<file path="src/include/cnn_consts.svh">
// ----------------------------------------
// cnn front end constants
// widths, kernel weights, clip limit and
// synchronizer depth
// ----------------------------------------
`ifndef CNN_CONSTS_SVH
`define CNN_CONSTS_SVH

// pixel and feature byte width
`define CNN_PIXEL_W 8

// signed accumulator, covers -510 .. 765
`define CNN_ACC_W 11

// bit counter for one spi byte
`define CNN_BITCNT_W 3

// sck / ssel_n synchronizer depth
`define CNN_SYNC_STAGES 3

// kernel weights: newest, middle, oldest pixel
`define CNN_W0 3
`define CNN_W1 (-1)
`define CNN_W2 (-1)

// upper clip limit after relu
`define CNN_FEAT_MAX 255

`endif

</file>
<file path="src/rtl/cnn_pkg.sv">
`default_nettype none
// ----------------------------------------
// cnn front end data types and state enums
// ----------------------------------------
`include "cnn_consts.svh"

package cnn_pkg;

  // unsigned pixel or feature byte
  typedef logic [`CNN_PIXEL_W-1:0] pixel_t;

  // signed convolution sum
  typedef logic signed [`CNN_ACC_W-1:0] acc_t;

  // how many pixels the conv window holds
  typedef enum logic [1:0] {
    FILL_EMPTY,
    FILL_ONE,
    FILL_FULL
  } fill_state_t;

  // position inside a pooling pair
  typedef enum logic {
    POOL_FIRST,
    POOL_SECOND
  } pool_phase_t;

endpackage

`default_nettype wire

</file>
<file path="src/rtl/spi_slave_if.sv">
`default_nettype none
// ----------------------------------------
// spi mode 0 slave front end
// syncs the pins, shifts bytes msb first,
// hands pixels on, returns pooled features
// ----------------------------------------
`include "cnn_consts.svh"

module spi_slave_if
  import cnn_pkg::*;
(
  input  logic   CLK,
  input  logic   rst_n,
  input  logic   sck,
  input  logic   ssel_n,
  input  logic   mosi,
  input  pixel_t pooled,
  output logic   miso,
  output pixel_t pixel,
  output logic   pixel_valid,
  output logic   frame_clear
);

  // pin synchronizers, oldest sample in the msb
  logic [`CNN_SYNC_STAGES-1:0] sck_sync;
  logic [`CNN_SYNC_STAGES-1:0] ssel_sync;
  // mosi one stage shorter so it lines up with the sck edge
  logic [`CNN_SYNC_STAGES-2:0] mosi_sync;

  logic                     sck_rise;
  logic                     sck_fall;
  logic                     mosi_bit;
  logic [`CNN_BITCNT_W-1:0] bitcnt;
  logic                     byte_done;
  pixel_t                   rx_byte;
  pixel_t                   tx_byte;

  always_ff @(posedge CLK or negedge rst_n) begin
    if (!rst_n) begin
      sck_sync  <= '0;
      // ssel_n idles high, frame starts cleared
      ssel_sync <= '1;
      mosi_sync <= '0;
    end else begin
      sck_sync  <= {sck_sync[`CNN_SYNC_STAGES-2:0], sck};
      ssel_sync <= {ssel_sync[`CNN_SYNC_STAGES-2:0], ssel_n};
      mosi_sync <= {mosi_sync[`CNN_SYNC_STAGES-3:0], mosi};
    end
  end

  // edges seen on the two oldest sck samples
  assign sck_rise = (sck_sync[`CNN_SYNC_STAGES-1 -: 2] == 2'b01);
  assign sck_fall = (sck_sync[`CNN_SYNC_STAGES-1 -: 2] == 2'b10);
  assign mosi_bit = mosi_sync[`CNN_SYNC_STAGES-2];

  // frame is held cleared while ssel_n is inactive
  assign frame_clear = ssel_sync[`CNN_SYNC_STAGES-1];

  always_ff @(posedge CLK or negedge rst_n) begin
    if (!rst_n) begin
      bitcnt      <= '0;
      byte_done   <= 1'b0;
      rx_byte     <= '0;
      tx_byte     <= '0;
      pixel_valid <= 1'b0;
    end else if (frame_clear) begin
      bitcnt      <= '0;
      byte_done   <= 1'b0;
      rx_byte     <= '0;
      tx_byte     <= '0;
      pixel_valid <= 1'b0;
    end else begin
      // single cycle pulse
      pixel_valid <= 1'b0;
      // sample mosi on sck rise
      if (sck_rise) begin
        bitcnt    <= bitcnt + 1'b1;
        rx_byte   <= {rx_byte[`CNN_PIXEL_W-2:0], mosi_bit};
        // bit 7 done, pixel complete next cycle
        byte_done   <= (bitcnt == '1);
        pixel_valid <= (bitcnt == '1);
      end
      // drive miso on sck fall
      if (sck_fall) begin
        if (byte_done) begin
          // first fall after a full byte, reply with the latest pooled value
          tx_byte <= pooled;
        end else begin
          tx_byte <= {tx_byte[`CNN_PIXEL_W-2:0], 1'b0};
        end
      end
    end
  end

  // rx_byte holds still until the next sck rise, so it doubles as the pixel
  assign pixel = rx_byte;

  // msb first, no tri-state with a single slave
  assign miso = tx_byte[`CNN_PIXEL_W-1];

endmodule

`default_nettype wire

</file>
<file path="src/rtl/conv_tap_stage.sv">
`default_nettype none
// ----------------------------------------
// three tap 1-d convolution
// fixed weights, relu and saturation to a byte
// ----------------------------------------
`include "cnn_consts.svh"

module conv_tap_stage
  import cnn_pkg::*;
(
  input  logic   CLK,
  input  logic   rst_n,
  input  logic   frame_clear,
  input  pixel_t pixel,
  input  logic   pixel_valid,
  output pixel_t feat,
  output logic   feat_valid
);

  // previous and oldest pixel of the window
  pixel_t      pix_d1;
  pixel_t      pix_d2;
  fill_state_t fill;
  acc_t        sum;
  pixel_t      clipped;

  // weighted sum, newest pixel on w0
  assign sum = acc_t'(`CNN_W0) * acc_t'(pixel)
             + acc_t'(`CNN_W1) * acc_t'(pix_d1)
             + acc_t'(`CNN_W2) * acc_t'(pix_d2);

  // relu then clip at the top of the byte range
  always_comb begin
    if (sum < 0) begin
      clipped = '0;
    end else if (sum > acc_t'(`CNN_FEAT_MAX)) begin
      clipped = pixel_t'(`CNN_FEAT_MAX);
    end else begin
      clipped = pixel_t'(sum);
    end
  end

  // fill tracking and output strobe
  always_ff @(posedge CLK or negedge rst_n) begin
    if (!rst_n) begin
      fill       <= FILL_EMPTY;
      feat_valid <= 1'b0;
    end else if (frame_clear) begin
      fill       <= FILL_EMPTY;
      feat_valid <= 1'b0;
    end else begin
      // only fires once two older pixels are already held
      feat_valid <= pixel_valid && (fill == FILL_FULL);
      if (pixel_valid) begin
        case (fill)
          FILL_EMPTY: fill <= FILL_ONE;
          FILL_ONE:   fill <= FILL_FULL;
          default:    fill <= FILL_FULL;
        endcase
      end
    end
  end

  // window shift and result register
  always_ff @(posedge CLK) begin
    if (pixel_valid) begin
      pix_d2 <= pix_d1;
      pix_d1 <= pixel;
      feat   <= clipped;
    end
  end

endmodule

`default_nettype wire

</file>
<file path="src/rtl/max_pool_stage.sv">
`default_nettype none
// ----------------------------------------
// pairwise max pooling
// keeps the latest pooled feature
// ----------------------------------------

module max_pool_stage
  import cnn_pkg::*;
(
  input  logic   CLK,
  input  logic   rst_n,
  input  logic   frame_clear,
  input  pixel_t feat,
  input  logic   feat_valid,
  output pixel_t pooled
);

  pool_phase_t phase;
  // first feature of the open pair
  pixel_t      first_feat;

  always_ff @(posedge CLK or negedge rst_n) begin
    if (!rst_n) begin
      phase  <= POOL_FIRST;
      pooled <= '0;
    end else if (frame_clear) begin
      phase  <= POOL_FIRST;
      pooled <= '0;
    end else if (feat_valid) begin
      if (phase == POOL_FIRST) begin
        phase <= POOL_SECOND;
      end else begin
        phase <= POOL_FIRST;
        // pair complete, keep the larger one
        pooled <= (feat > first_feat) ? feat : first_feat;
      end
    end
  end

  always_ff @(posedge CLK) begin
    if (feat_valid && (phase == POOL_FIRST)) begin
      first_feat <= feat;
    end
  end

endmodule

`default_nettype wire

</file>
<file path="src/rtl/cnn_spi_top.sv">
`default_nettype none
// ----------------------------------------
// spi cnn front end top
// spi slave -> conv -> max pool -> back to miso
// ----------------------------------------

module cnn_spi_top
  import cnn_pkg::*;
(
  input  logic CLK,
  input  logic rst_n,
  input  logic sck,
  input  logic ssel_n,
  input  logic mosi,
  output logic miso
);

  // received pixel stream
  pixel_t pixel;
  logic   pixel_valid;
  // high while ssel_n is inactive
  logic   frame_clear;

  // conv results
  pixel_t feat;
  logic   feat_valid;

  // held pooled feature, returned on miso
  pixel_t pooled;

  spi_slave_if u_spi (
    .CLK         (CLK),
    .rst_n       (rst_n),
    .sck         (sck),
    .ssel_n      (ssel_n),
    .mosi        (mosi),
    .pooled      (pooled),
    .miso        (miso),
    .pixel       (pixel),
    .pixel_valid (pixel_valid),
    .frame_clear (frame_clear)
  );

  conv_tap_stage u_conv (
    .CLK         (CLK),
    .rst_n       (rst_n),
    .frame_clear (frame_clear),
    .pixel       (pixel),
    .pixel_valid (pixel_valid),
    .feat        (feat),
    .feat_valid  (feat_valid)
  );

  max_pool_stage u_pool (
    .CLK         (CLK),
    .rst_n       (rst_n),
    .frame_clear (frame_clear),
    .feat        (feat),
    .feat_valid  (feat_valid),
    .pooled      (pooled)
  );

endmodule

`default_nettype wire

</file>
<file path="config.mk">
export PLATFORM = sky130hd
export DESIGN_NAME = cnn_spi_top
export DESIGN_NICKNAME = d
export VERILOG_FILES = /design/src/rtl/cnn_pkg.sv /design/src/rtl/spi_slave_if.sv /design/src/rtl/conv_tap_stage.sv /design/src/rtl/max_pool_stage.sv /design/src/rtl/cnn_spi_top.sv
export VERILOG_INCLUDE_DIRS = /design/src /design/src/include
export SDC_FILE = /design/constraint.sdc
export NUM_CORES = 1
export LEC_CHECK = 0
export ABC_AREA = 1
export BUFFER_PORTS_ARGS = -buffer_cell sky130_fd_sc_hd__buf_2
export CORE_ASPECT_RATIO = 1.75
export CORE_UTILIZATION = 55
export DETAILED_ROUTE_END_ITERATION = 8
export HOLD_SLACK_MARGIN = 0.08
export PLACE_DENSITY_LB_ADDON = 0.25
export SETUP_SLACK_MARGIN = 0.02
export SYNTH_ARGS = -nofsm -noshare
export SYNTH_HDL_FRONTEND = slang
export SYNTH_SLANG_ARGS = --single-unit
</file>
<file path="constraint.sdc">
create_clock -name CLK -period 2.95 [get_ports CLK]
set_input_delay 0.59 -clock CLK [delete_from_list [all_inputs] [get_ports CLK]]
set_output_delay 0.59 -clock CLK [all_outputs]
set_load 0.01 [all_outputs]
</file>
==> flow_summary.ini, run 1 <==
[status]
status = finished with violations
violations = setup timing

[setup_path]
end_kind = register
crit_family = adder cells
path_max_fanout = 8
arrival_ns = 3.39
start_kind = register
r2r_end = u_conv.feat[6]
crit_path_end = u_conv.feat[6]
crit_type = register to register
max_stage_delay_ns = 0.51
path_buf_inv = 3
cpMaxStageDelayCell = fa_1
rrSetupSlack_ns = -0.34
cp_cell_sequence = ha_2, inv_2, fa_2, buf_4, xnor2_1, fa_1, ha_4, nand2_1, o21ai_2, nand2_1, nand2_1, nand2_2, nand2_4, nand3_1, nand2_1, inv_1
crit_top_cell = nand2_1
worstRegToRegCells = 16
crit_start = u_spi.pixel[1]
reg2reg_from = u_spi.pixel[1]
worstPathRequired_ns = 3.05
path_depth = 16

[timing]
hold-worst-slack_ns = 0.349
hold_viol = 0
setup_ws_ns = -0.340
max_clock_freq_mhz = 304
relSlewSlack = 0.409
setup_viol = 8
finalCriticalPeriod_ns = 3.29
tns_ns = -2.64
skew_ns = 0.00590
tightest_slew_ns = 0.886
slew_violations = 0
grt_setup_unrepaired = yes
fin_crit_sh = 1.12

[placed_design]
place_hpwl_microns = 5780
io_buffers = 5
placed_cells = 536
gp_congestion = 0.873
placed_cell_area_sq_mm = 0.00435
place_ws_ns = -0.409

[floorplan]
coreArea_sq_mm = 0.00691
initial_core_util = 0.570
rows = 40
die_area_sq_mm = 0.00751
num_io_pins = 6
die_y_microns = 114
die_w_microns = 66.0

[detailed_routing]
vias_per_cell = 5.18
drt-total-wl_microns = 7800
drt_pass1_iterations = 6
remaining_drc_errors = 0
ant_nets = 0
via_count = 2887
post_drt_wl_per_cell_microns = 14.0
drt_iter0_drc = 137

[yosys]
synth-xor-area-share = 0.0223
syn-cell-area_sq_mm = 0.00394
synthMuxAreaShare = 0.00254
ys_ff_latch = 73
synth_nets = 457
synth_cell_types = 36
synth_top_family_by_area = simple AND/OR/NAND/NOR gates
synth_cells = 416
synth-adder-area-share = 0.132
synth_top_flop_cell = dfrtp_1
yosys.area_share.simple = 0.186
synth_warnings = 0
synth-async-reset-ratio = 0.562
ys_seq_area_frac = 0.506
synth_edf_count = 32
synth_compound_area_frac = 0.0699
syn-mean-instance-area_sq_um = 9.46

[finish]
nNetsFinal = 509
antennaDiodeCount = 0
final-instance-count-excl-fill = 557
final_cell_area_sq_mm = 0.00480
fin_util = 0.695
layout-drive-gt1-share = 0.216
area_growth_pct = 21.9

[power]
p_leak_nw = 2.40
fin_total_pwr_mw = 2.14
power_density_mw_per_mm2 = 447
ir_drop_v = 0.000596

[worst_hold_path]
hp-class = register to register

[clock_network]
htreeDepth = 3
clock_latency_ns = 0.34
clockBufferDepth = 2
numCtsBuffers = 9
cts_tree = built
clock-sinks = 73
path_clk_slew_ns = 0.05
cts-root-buf = clkbuf_16

[grt]
overflow = 0
antenna_found_initial = 0
grt.total_usage = 0.235
grt_max_degree = 42
grt_first_pass_wirelength_microns = 12900
grt_pass1_vias = 2956

[run]
maxCapViolations = 0
-- final cells by class --
cell class	instances	area, sq um
fill	523	2110
sequential	73	1990
multi-input combinational	257	1790
inverter	85	319
timing repair buffer	42	307
clock buffer	12	256
tap	84	105
clock inverter	4	27.5
-- repair_timing --
action                     in CTS  in global routing
hold buffers                    0                  0
resized for setup              16                  9
setup buffers                   3                  2
pin swaps                      15                 18
setup endpoints to repair       8                  8
-- sequential cells by signal, indices dropped and copies added, names as in the netlist --
name / count
u_spi.pixel_valid: 1
u_spi.ssel_sync: 3
u_pool.phase: 1
u_spi.byte_done: 1
u_conv.pix_d2: 8
u_conv.pix_d1: 8
u_spi.pixel: 8
u_spi.bitcnt: 3
u_conv.feat: 8
u_spi.sck_sync: 3
u_pool.pooled: 8
u_conv.feat_valid: 1
u_conv.fill: 2
u_spi.mosi_sync: 2
u_pool.first_feat: 8
u_spi.tx_byte: 8
-- Yosys cell counts, drive strengths merged (2+ instances only) --
library cell   n  area [sq um]
a21oi         14          73.8
xor2           6          52.6
xnor2          4          35.0
edfxtp        32           961
fa             9           180
dfrtp         38           951
nand3b         2          15.0
nor2          19          78.8
inv           85           319
dfstp          3          78.8
nand3         40           210
ha            27           338
a22o           2          17.5
nand4          2          18.8
o21ai         16          83.8
o22ai          9          56.3
nand2         98           395
-- worst min-delay path by stage --
| stage | from | to | slack, ns | cells after the start |
|---|---|---|---|---|
| finish | u_spi.mosi_sync[0] | u_spi.mosi_sync[1] | 0.35 | 0 |
| global route | ssel_n | u_spi.ssel_sync[0] | 0.34 | 1 |
| CTS | ssel_n | u_spi.ssel_sync[0] | 0.34 | 1 |
| detailed placement | u_spi.mosi_sync[0] | u_spi.mosi_sync[1] | 0.34 | 0 |
| global placement | u_spi.sck_sync[0] | u_spi.sck_sync[1] | 0.33 | 0 |
| floorplan | rst_n | u_conv.feat_valid | 0.29 | 0 |
-- metal layers --
layer	GRT usage	share of wire	wire length, microns	up-vias
met5	0	0	0	-
met4	0.104	0.027	212	0
met3	0.0600	0.021	162	13
met2	0.446	0.58	4520	28
met1	0.229	0.37	2900	1397
li1	-	-	-	1449
-- cell families (layout without fill, tap and decap cells) --
kind of cell	Yosys count	count (layout)
xor gates and xnor gates	10	10
adders and majority gates	36	36
muxes	1	1
and+or+nand+nor	163	163
DFF	73	73
AOI/OAI and AO/OA	47	47
buffers and inverters	86	143
-- power by group --
part | leakage [nW] | switching (mW) | internal, mW | total (mW)
logic | 1.40 | 0.0378 | 0.0160 | 0.0539
clock network | 0.143 | 0.404 | 0.614 | 1.02
registers | 0.856 | 0.00622 | 1.07 | 1.07
total | 2.40 | 0.448 | 1.70 | 2.14
-- layout by cell type (no fill, tap or decap), types with 3 or more instances in the layout --
cell type / synthesis / layout
ha_4: 0 / 5
buf_2: 0 / 5
xnor2_1: 4 / 4
dfstp_2: 3 / 3
nand3_1: 38 / 34
buf_4: 0 / 36
a21oi_1: 13 / 11
ha_1: 27 / 20
nor2_1: 16 / 16
edfxtp_1: 32 / 32
nand3_2: 2 / 5
inv_1: 82 / 79
o21ai_0: 12 / 11
clkbuf_16: 0 / 9
inv_2: 3 / 6
fa_1: 9 / 8
xor2_1: 6 / 4
nand2_1: 91 / 87
nand2_2: 5 / 7
o21ai_1: 3 / 4
dfrtp_1: 38 / 38
a21oi_2: 1 / 3
o22ai_1: 9 / 9
nand2_4: 2 / 4
Note: power is estimated with default switching activity, not from simulation.
==> run 2: changes to the inputs <==
SLEW_MARGIN = 20   (was default)
SYNTH_HIERARCHICAL = 1   (was default)
==> run 2 against run 1 <==
- the run still ends with setup timing left
- count of clock-buffer cells in the layout fell by 1
- flip-flop and latch count is the same
- sequential power barely moved
- synthesized cell count grew 12%
- global-route usage is 0.80 points lower
- first-iteration DRC count grew 23%
- worst hold slack hardly changed
- synthesized area is 6.2% higher
- total power is 2.0% higher
- critical path depth rose by 3
- cell area up 2.5%
- critical path type unchanged
==> flow_summary.ini, run 2 <==
[yosys]
synth_common_cells = nand2_1 (148), inv_1 (72), nand3_1 (40)
synth_most_common_cell = nand2_1
syn-mean-instance-area_sq_um = 8.99
syn-cell-area_sq_mm = 0.00418
synth_cell_types = 34
synth_edf_count = 32
synth_cells = 465
ys_seq_area_frac = 0.476
synth_warnings = 6
synth_top_area_share = 0.230
synth_top_cell_by_area = edfxtp_1
ys_ff_latch = 73
synth_nets = 506
synth_area_leaders = edfxtp_1 (23%), dfrtp_1 (23%), nand2_1 (13%), ha_1 (8.1%), inv_1 (6.5%)
synth-async-reset-ratio = 0.562
synth_top_flop_cell = dfrtp_1

[setup_path]
worstPathRequired_ns = 3.04
path_buf_inv = 2
crit_type = register to register
max_stage_delay_ns = 0.48
worstRegToRegCells = 19
crit_start = u_spi/pixel[1]
crit_family = adder cells
reg2reg_from = u_spi/pixel[1]
cpMaxStageDelayCell = fa_1
arrival_ns = 3.43
crit_path_end = u_conv/feat[6]
path_depth = 19
end_kind = register
cp_cell_sequence = ha_2, inv_2, fa_2, nand3b_1, nand2_2, a21oi_2, o21ai_2, xnor2_2, fa_1, ha_4, nand2_4, nor2_4, nand2_2, nand2_2, nand2_4, nand2_4, nand4_1, nand2_1, inv_1
rrSetupSlack_ns = -0.39
r2r_end = u_conv/feat[6]
path_max_fanout = 8
start_kind = register

[clock_network]
cts-root-buf = clkbuf_16
path_clk_slew_ns = 0.06
cts_setup_buffers = 0
htreeDepth = 3
cts_tree = built
clock_latency_ns = 0.33
numCtsBuffers = 9
clock-sinks = 73
ctsHoldBuffers = 0
clockBufferDepth = 2

[status]
status = finished with violations
violations = setup timing

[timing]
skew_ns = 0.00669
max_clock_freq_mhz = 299
finalCriticalPeriod_ns = 3.34
hold_viol = 0
relSlewSlack = 0.410
setup_viol = 8
tightest_slew_ns = 0.886
slew_violations = 0
grt_setup_unrepaired = yes
setup_ws_ns = -0.392
fin_crit_sh = 1.13

[power]
ir_drop_v = 0.000384
power_density_mw_per_mm2 = 444
fin_total_pwr_mw = 2.19
p_leak_nw = 2.62

[floorplan]
rows = 41
die_y_microns = 117
coreArea_sq_mm = 0.00728
num_io_pins = 6
initial_core_util = 0.574
die_w_microns = 67.9
die_area_sq_mm = 0.00797

[placed_design]
placed_cell_area_sq_mm = 0.00453
io_buffers = 5
gp_congestion = 0.837
place_hpwl_microns = 6000

[finish]
final_cell_area_sq_mm = 0.00492
area_growth_pct = 17.7
layout_common_cells = nand2_1 (142), inv_1 (68), nand3_1 (39)
antennaDiodeCount = 0
layout-drive-gt1-share = 0.210
final_common_cell = nand2_1
nNetsFinal = 545
num-fill-cells = 597

[grt]
grt.total_usage = 0.228
overflow = 0
grt_first_pass_wirelength_microns = 13300
antenna_found_initial = 0
grt_max_degree = 42
grt_pass1_vias = 3114

[detailed_routing]
drt_iter0_drc = 169
via_count = 3088
ant_nets = 0
vias_per_cell = 5.19
drt_pass1_iterations = 5
post_drt_wl_per_cell_microns = 13.6
drt-total-wl_microns = 8110
remaining_drc_errors = 0

[worst_hold_path]
hp-class = register to register
hold_depth = 0

[run]
maxCapViolations = 0
==> run 2: changes by cell type after synthesis, moves of 3 or more <==
| cell | change |
|---|---|
| nand4_1 | +10 |
| inv_1 | -10 |
| o22ai_1 | -9 |
| a21oi_1 | +3 |
| nand2_1 | +57 |
| nand2_2 | +4 |
| buf_2 | +3 |
| o21ai_0 | -10 |
| nor2_1 | -9 |
| nor2_4 | +3 |
| inv_2 | +4 |
==> run 2: where the power goes <==
| group | total [mW] | leakage, nW | internal, mW | switching [mW] |
|---|---|---|---|---|
| clock network | 1.06 | 0.151 | 0.645 | 0.413 |
| registers | 1.07 | 0.850 | 1.07 | 0.00720 |
| logic | 0.0562 | 1.62 | 0.0160 | 0.0402 |
==> run 2: how the worst min path moves through the flow <==
stage / startpoint / endpoint / slack (ns)
6_report: u_spi/mosi_sync[0] / u_spi/mosi_sync[1] / 0.35
3_5_place_dp: u_spi/mosi_sync[0] / u_spi/mosi_sync[1] / 0.34
4_1_cts: ssel_n / u_spi/ssel_sync[0] / 0.34
3_3_place_gp: u_spi/sck_sync[0] / u_spi/sck_sync[1] / 0.33
2_1_floorplan: rst_n / u_conv/feat_valid / 0.29
5_1_grt: ssel_n / u_spi/ssel_sync[0] / 0.34
==> run 2: layer usage <==
metal / global-route usage / vias to the layer above / share of wire
met2: 0.412 / 42 / 0.57
li1: - / 1561 / -
met5: 0 / - / 0
met1: 0.233 / 1468 / 0.38
met3: 0.0379 / 17 / 0.017
met4: 0.121 / 0 / 0.034
==> run 2: final cells by class <==
type                       instances  area (sq um)  area share
multi-input combinational        307          1990       0.404
tap                               86           108      0.0219
timing repair buffer              33           235      0.0478
sequential                        73          1990       0.405
inverter                          80           300      0.0610
clock inverter                     5          33.8     0.00687
clock buffer                      11           264      0.0537
==> run 2: logic make-up after synthesis <==
kind of cell,Yosys count,share of synthesized area
AND/OR/NAND/NOR,239,0.270
buffers and inverters,85,0.0790
flip-flops,73,0.476
adder cells (fa/ha/maj),36,0.124
AO/OA/AOI/OAI,23,0.0323
XOR/XNOR,9,0.0189
==> run 2: per-stage QoR <==
| stage | TNS, ns | instances | utilization | hold slack (ns) | setup WS (ns) |
|---|---|---|---|---|---|
| floorplan | -2.21 | 465 | - | 0.294 | -0.277 |
| global placement | -2.96 | 579 | 0.622 | 0.332 | -0.412 |
| detailed placement | -3.73 | 579 | 0.622 | 0.340 | -0.497 |
| CTS | -3.44 | 595 | 0.671 | 0.345 | -0.444 |
| global route | -4.51 | 595 | 0.675 | 0.343 | -0.580 |
| finish | -3.04 | 595 | 0.675 | 0.349 | -0.392 |
==> run 2: what timing repair did <==
| item | 4_1_cts | 5_1_grt |
|---|---|---|
| gates resized for setup | 16 | 4 |
| endpoints found under the hold margin | 0 | 0 |
| endpoints found under the setup margin | 8 | 8 |
| gates cloned | 0 | 0 |
| pin swaps | 26 | 12 |
==> run 3: changes to the inputs <==
CELL_PAD_IN_SITES_DETAIL_PLACEMENT = 0   (was default)
CELL_PAD_IN_SITES_GLOBAL_PLACEMENT = 1   (was default)
CORE_UTILIZATION = 45   (was 55)
SYNTH_HIERARCHICAL = default   (was 1)
==> run 3 against run 2 <==
- routed wire length is 3.9% lower
- largest cell class unchanged
- largest power group is now the clock network
- worst setup slack better by 0.019 ns
- the run still ends with setup timing left
- clock skew is 0.00058 ns lower
==> flow_summary.ini, run 3 (same netlist as run 1, synthesis figures left out) <==
[setup_path]
end_kind = register
crit_type = register to register
max_stage_delay_ns = 0.49
crit_top_cell = inv_2
cp_cell_sequence = ha_2, inv_2, fa_2, inv_2, nand3_2, nand2_2, a31oi_1, xor2_1, fa_1, ha_4, inv_2, o21bai_1, nor2_1, nand2_1, nand2_2, nand2_4, nand3_1, nand2_1, inv_1
crit_start = u_spi.pixel[1]
worstPathRequired_ns = 3.04
arrival_ns = 3.41
start_kind = register
reg2reg_from = u_spi.pixel[1]
path_max_fanout = 8
cpMaxStageDelayCell = fa_1

[placed_design]
place_hpwl_microns = 5900
place_ws_ns = -0.494
placed_cells = 568
gp_congestion = 0.846
io_buffers = 5

[detailed_routing]
remaining_drc_errors = 0
drt_pass1_iterations = 4
post_drt_wl_per_cell_microns = 13.2
ant_nets = 0
via_count = 2873
drt_iter0_drc = 134
vias_per_cell = 4.88
drt-total-wl_microns = 7790

[timing]
tightest_slew_ns = 0.873
grt_setup_unrepaired = yes
max_clock_freq_mhz = 301
setup_ws_ns = -0.373
hold_viol = 0
fin_crit_sh = 1.13
skew_ns = 0.00611
relSlewSlack = 0.418
hold-worst-slack_ns = 0.348
finalCriticalPeriod_ns = 3.32
setup_viol = 8
slew_violations = 0

[grt]
overflow = 0
antenna_found_initial = 0
grt_max_degree = 42
grt.total_usage = 0.194
grt_pass1_vias = 2912
grt_first_pass_wirelength_microns = 13300

[clock_network]
cts-root-buf = clkbuf_16
path_clk_slew_ns = 0.06
clock-sinks = 73
htreeDepth = 3
cts_tree = built
clockBufferDepth = 2
numCtsBuffers = 9
clock_latency_ns = 0.33
ctsHoldBuffers = 0

[finish]
layout-drive-gt1-share = 0.200
multi_input_area_sq_mm = 0.00171
antennaDiodeCount = 0
layout_common_cells = nand2_1 (88), inv_1 (79), buf_4 (38), dfrtp_1 (38), nand3_1 (35)
final_common_cell = nand2_1
nNetsFinal = 510
final-instance-count-excl-fill = 589
regArea_sq_mm = 0.00199
num-fill-cells = 724
area_growth_pct = 22.4

[status]
status = finished with violations
violations = setup timing

[floorplan]
num_io_pins = 6
coreArea_sq_mm = 0.00837
die_area_sq_mm = 0.00914
die_y_microns = 126
rows = 44
initial_core_util = 0.470
die_w_microns = 72.7

[run]
maxCapViolations = 0

[worst_hold_path]
hp-class = register to register
worstHoldStart = u_spi.sck_sync[0]

[power]
power_density_mw_per_mm2 = 482
p_leak_nw = 2.42
ir_drop_v = 0.000251
[run 3: metrics by stage]
stage	power [mW]	setup TNS (ns)	cell area, sq um	util
after CTS	2.35	-3.41	4790	0.572
after detailed placement	1.14	-3.90	4390	0.525
after global placement	1.14	-3.48	4390	0.525
after global routing	2.40	-4.61	4820	0.576
after floorplan	1.12	-0.995	3980	-
final	2.32	-2.90	4820	0.576
[run 3: layer usage]
metal  up-vias  share of wire  global-route usage
met4         0          0.029              0.0934
li1       1454              -                   -
met2        27           0.57               0.363
met1      1375           0.38               0.198
met3        17          0.022              0.0392
met5         -              0                   0
[run 3: final timing paths]
path | end | slack (ns) | cells after the start
max | u_conv.feat[7] | -0.37 | 19
max reg2reg | u_conv.feat[7] | -0.37 | 19
max in group asynchronous | u_spi.mosi_sync[1] | 2.03 | 1
min in group asynchronous | u_spi.tx_byte[5] | 0.38 | 1
min | u_spi.sck_sync[1] | 0.35 | 0
min reg2reg | u_spi.sck_sync[1] | 0.35 | 0
[run 3: final cells by class]
cell class | count | area share
Inverter | 85 | 0.0662
Multi-Input combinational cell | 257 | 0.355
Clock inverter | 4 | 0.0109
Sequential cell | 73 | 0.413
Clock buffer | 12 | 0.0600
Timing Repair Buffer | 43 | 0.0644
Tap cell | 115 | 0.0299
[run 3: critical path, delay by kind of cell, from the launching register on]
kind / cells / cell delay (ns)
adders and majority gates: 4 / 1.39
and+or+nand+nor: 8 / 0.65
DFF: 1 / 0.41
xor gates and xnor gates: 1 / 0.23
AOI/OAI and AO/OA: 2 / 0.21
buffers and inverters: 4 / 0.19
[run 3: timing repair]
item,CTS,global route
buffers inserted,4,1
hold endpoints to repair,0,0
gates cloned,0,0
setup endpoints to repair,8,8
pin swaps,10,6
gates resized for setup,9,4
[run 3: power by group]
group | switching, mW | total [mW] | internal, mW
clock | 0.412 | 1.20 | 0.784
sequential | 0.00597 | 1.07 | 1.07
combinational | 0.0376 | 0.0532 | 0.0157
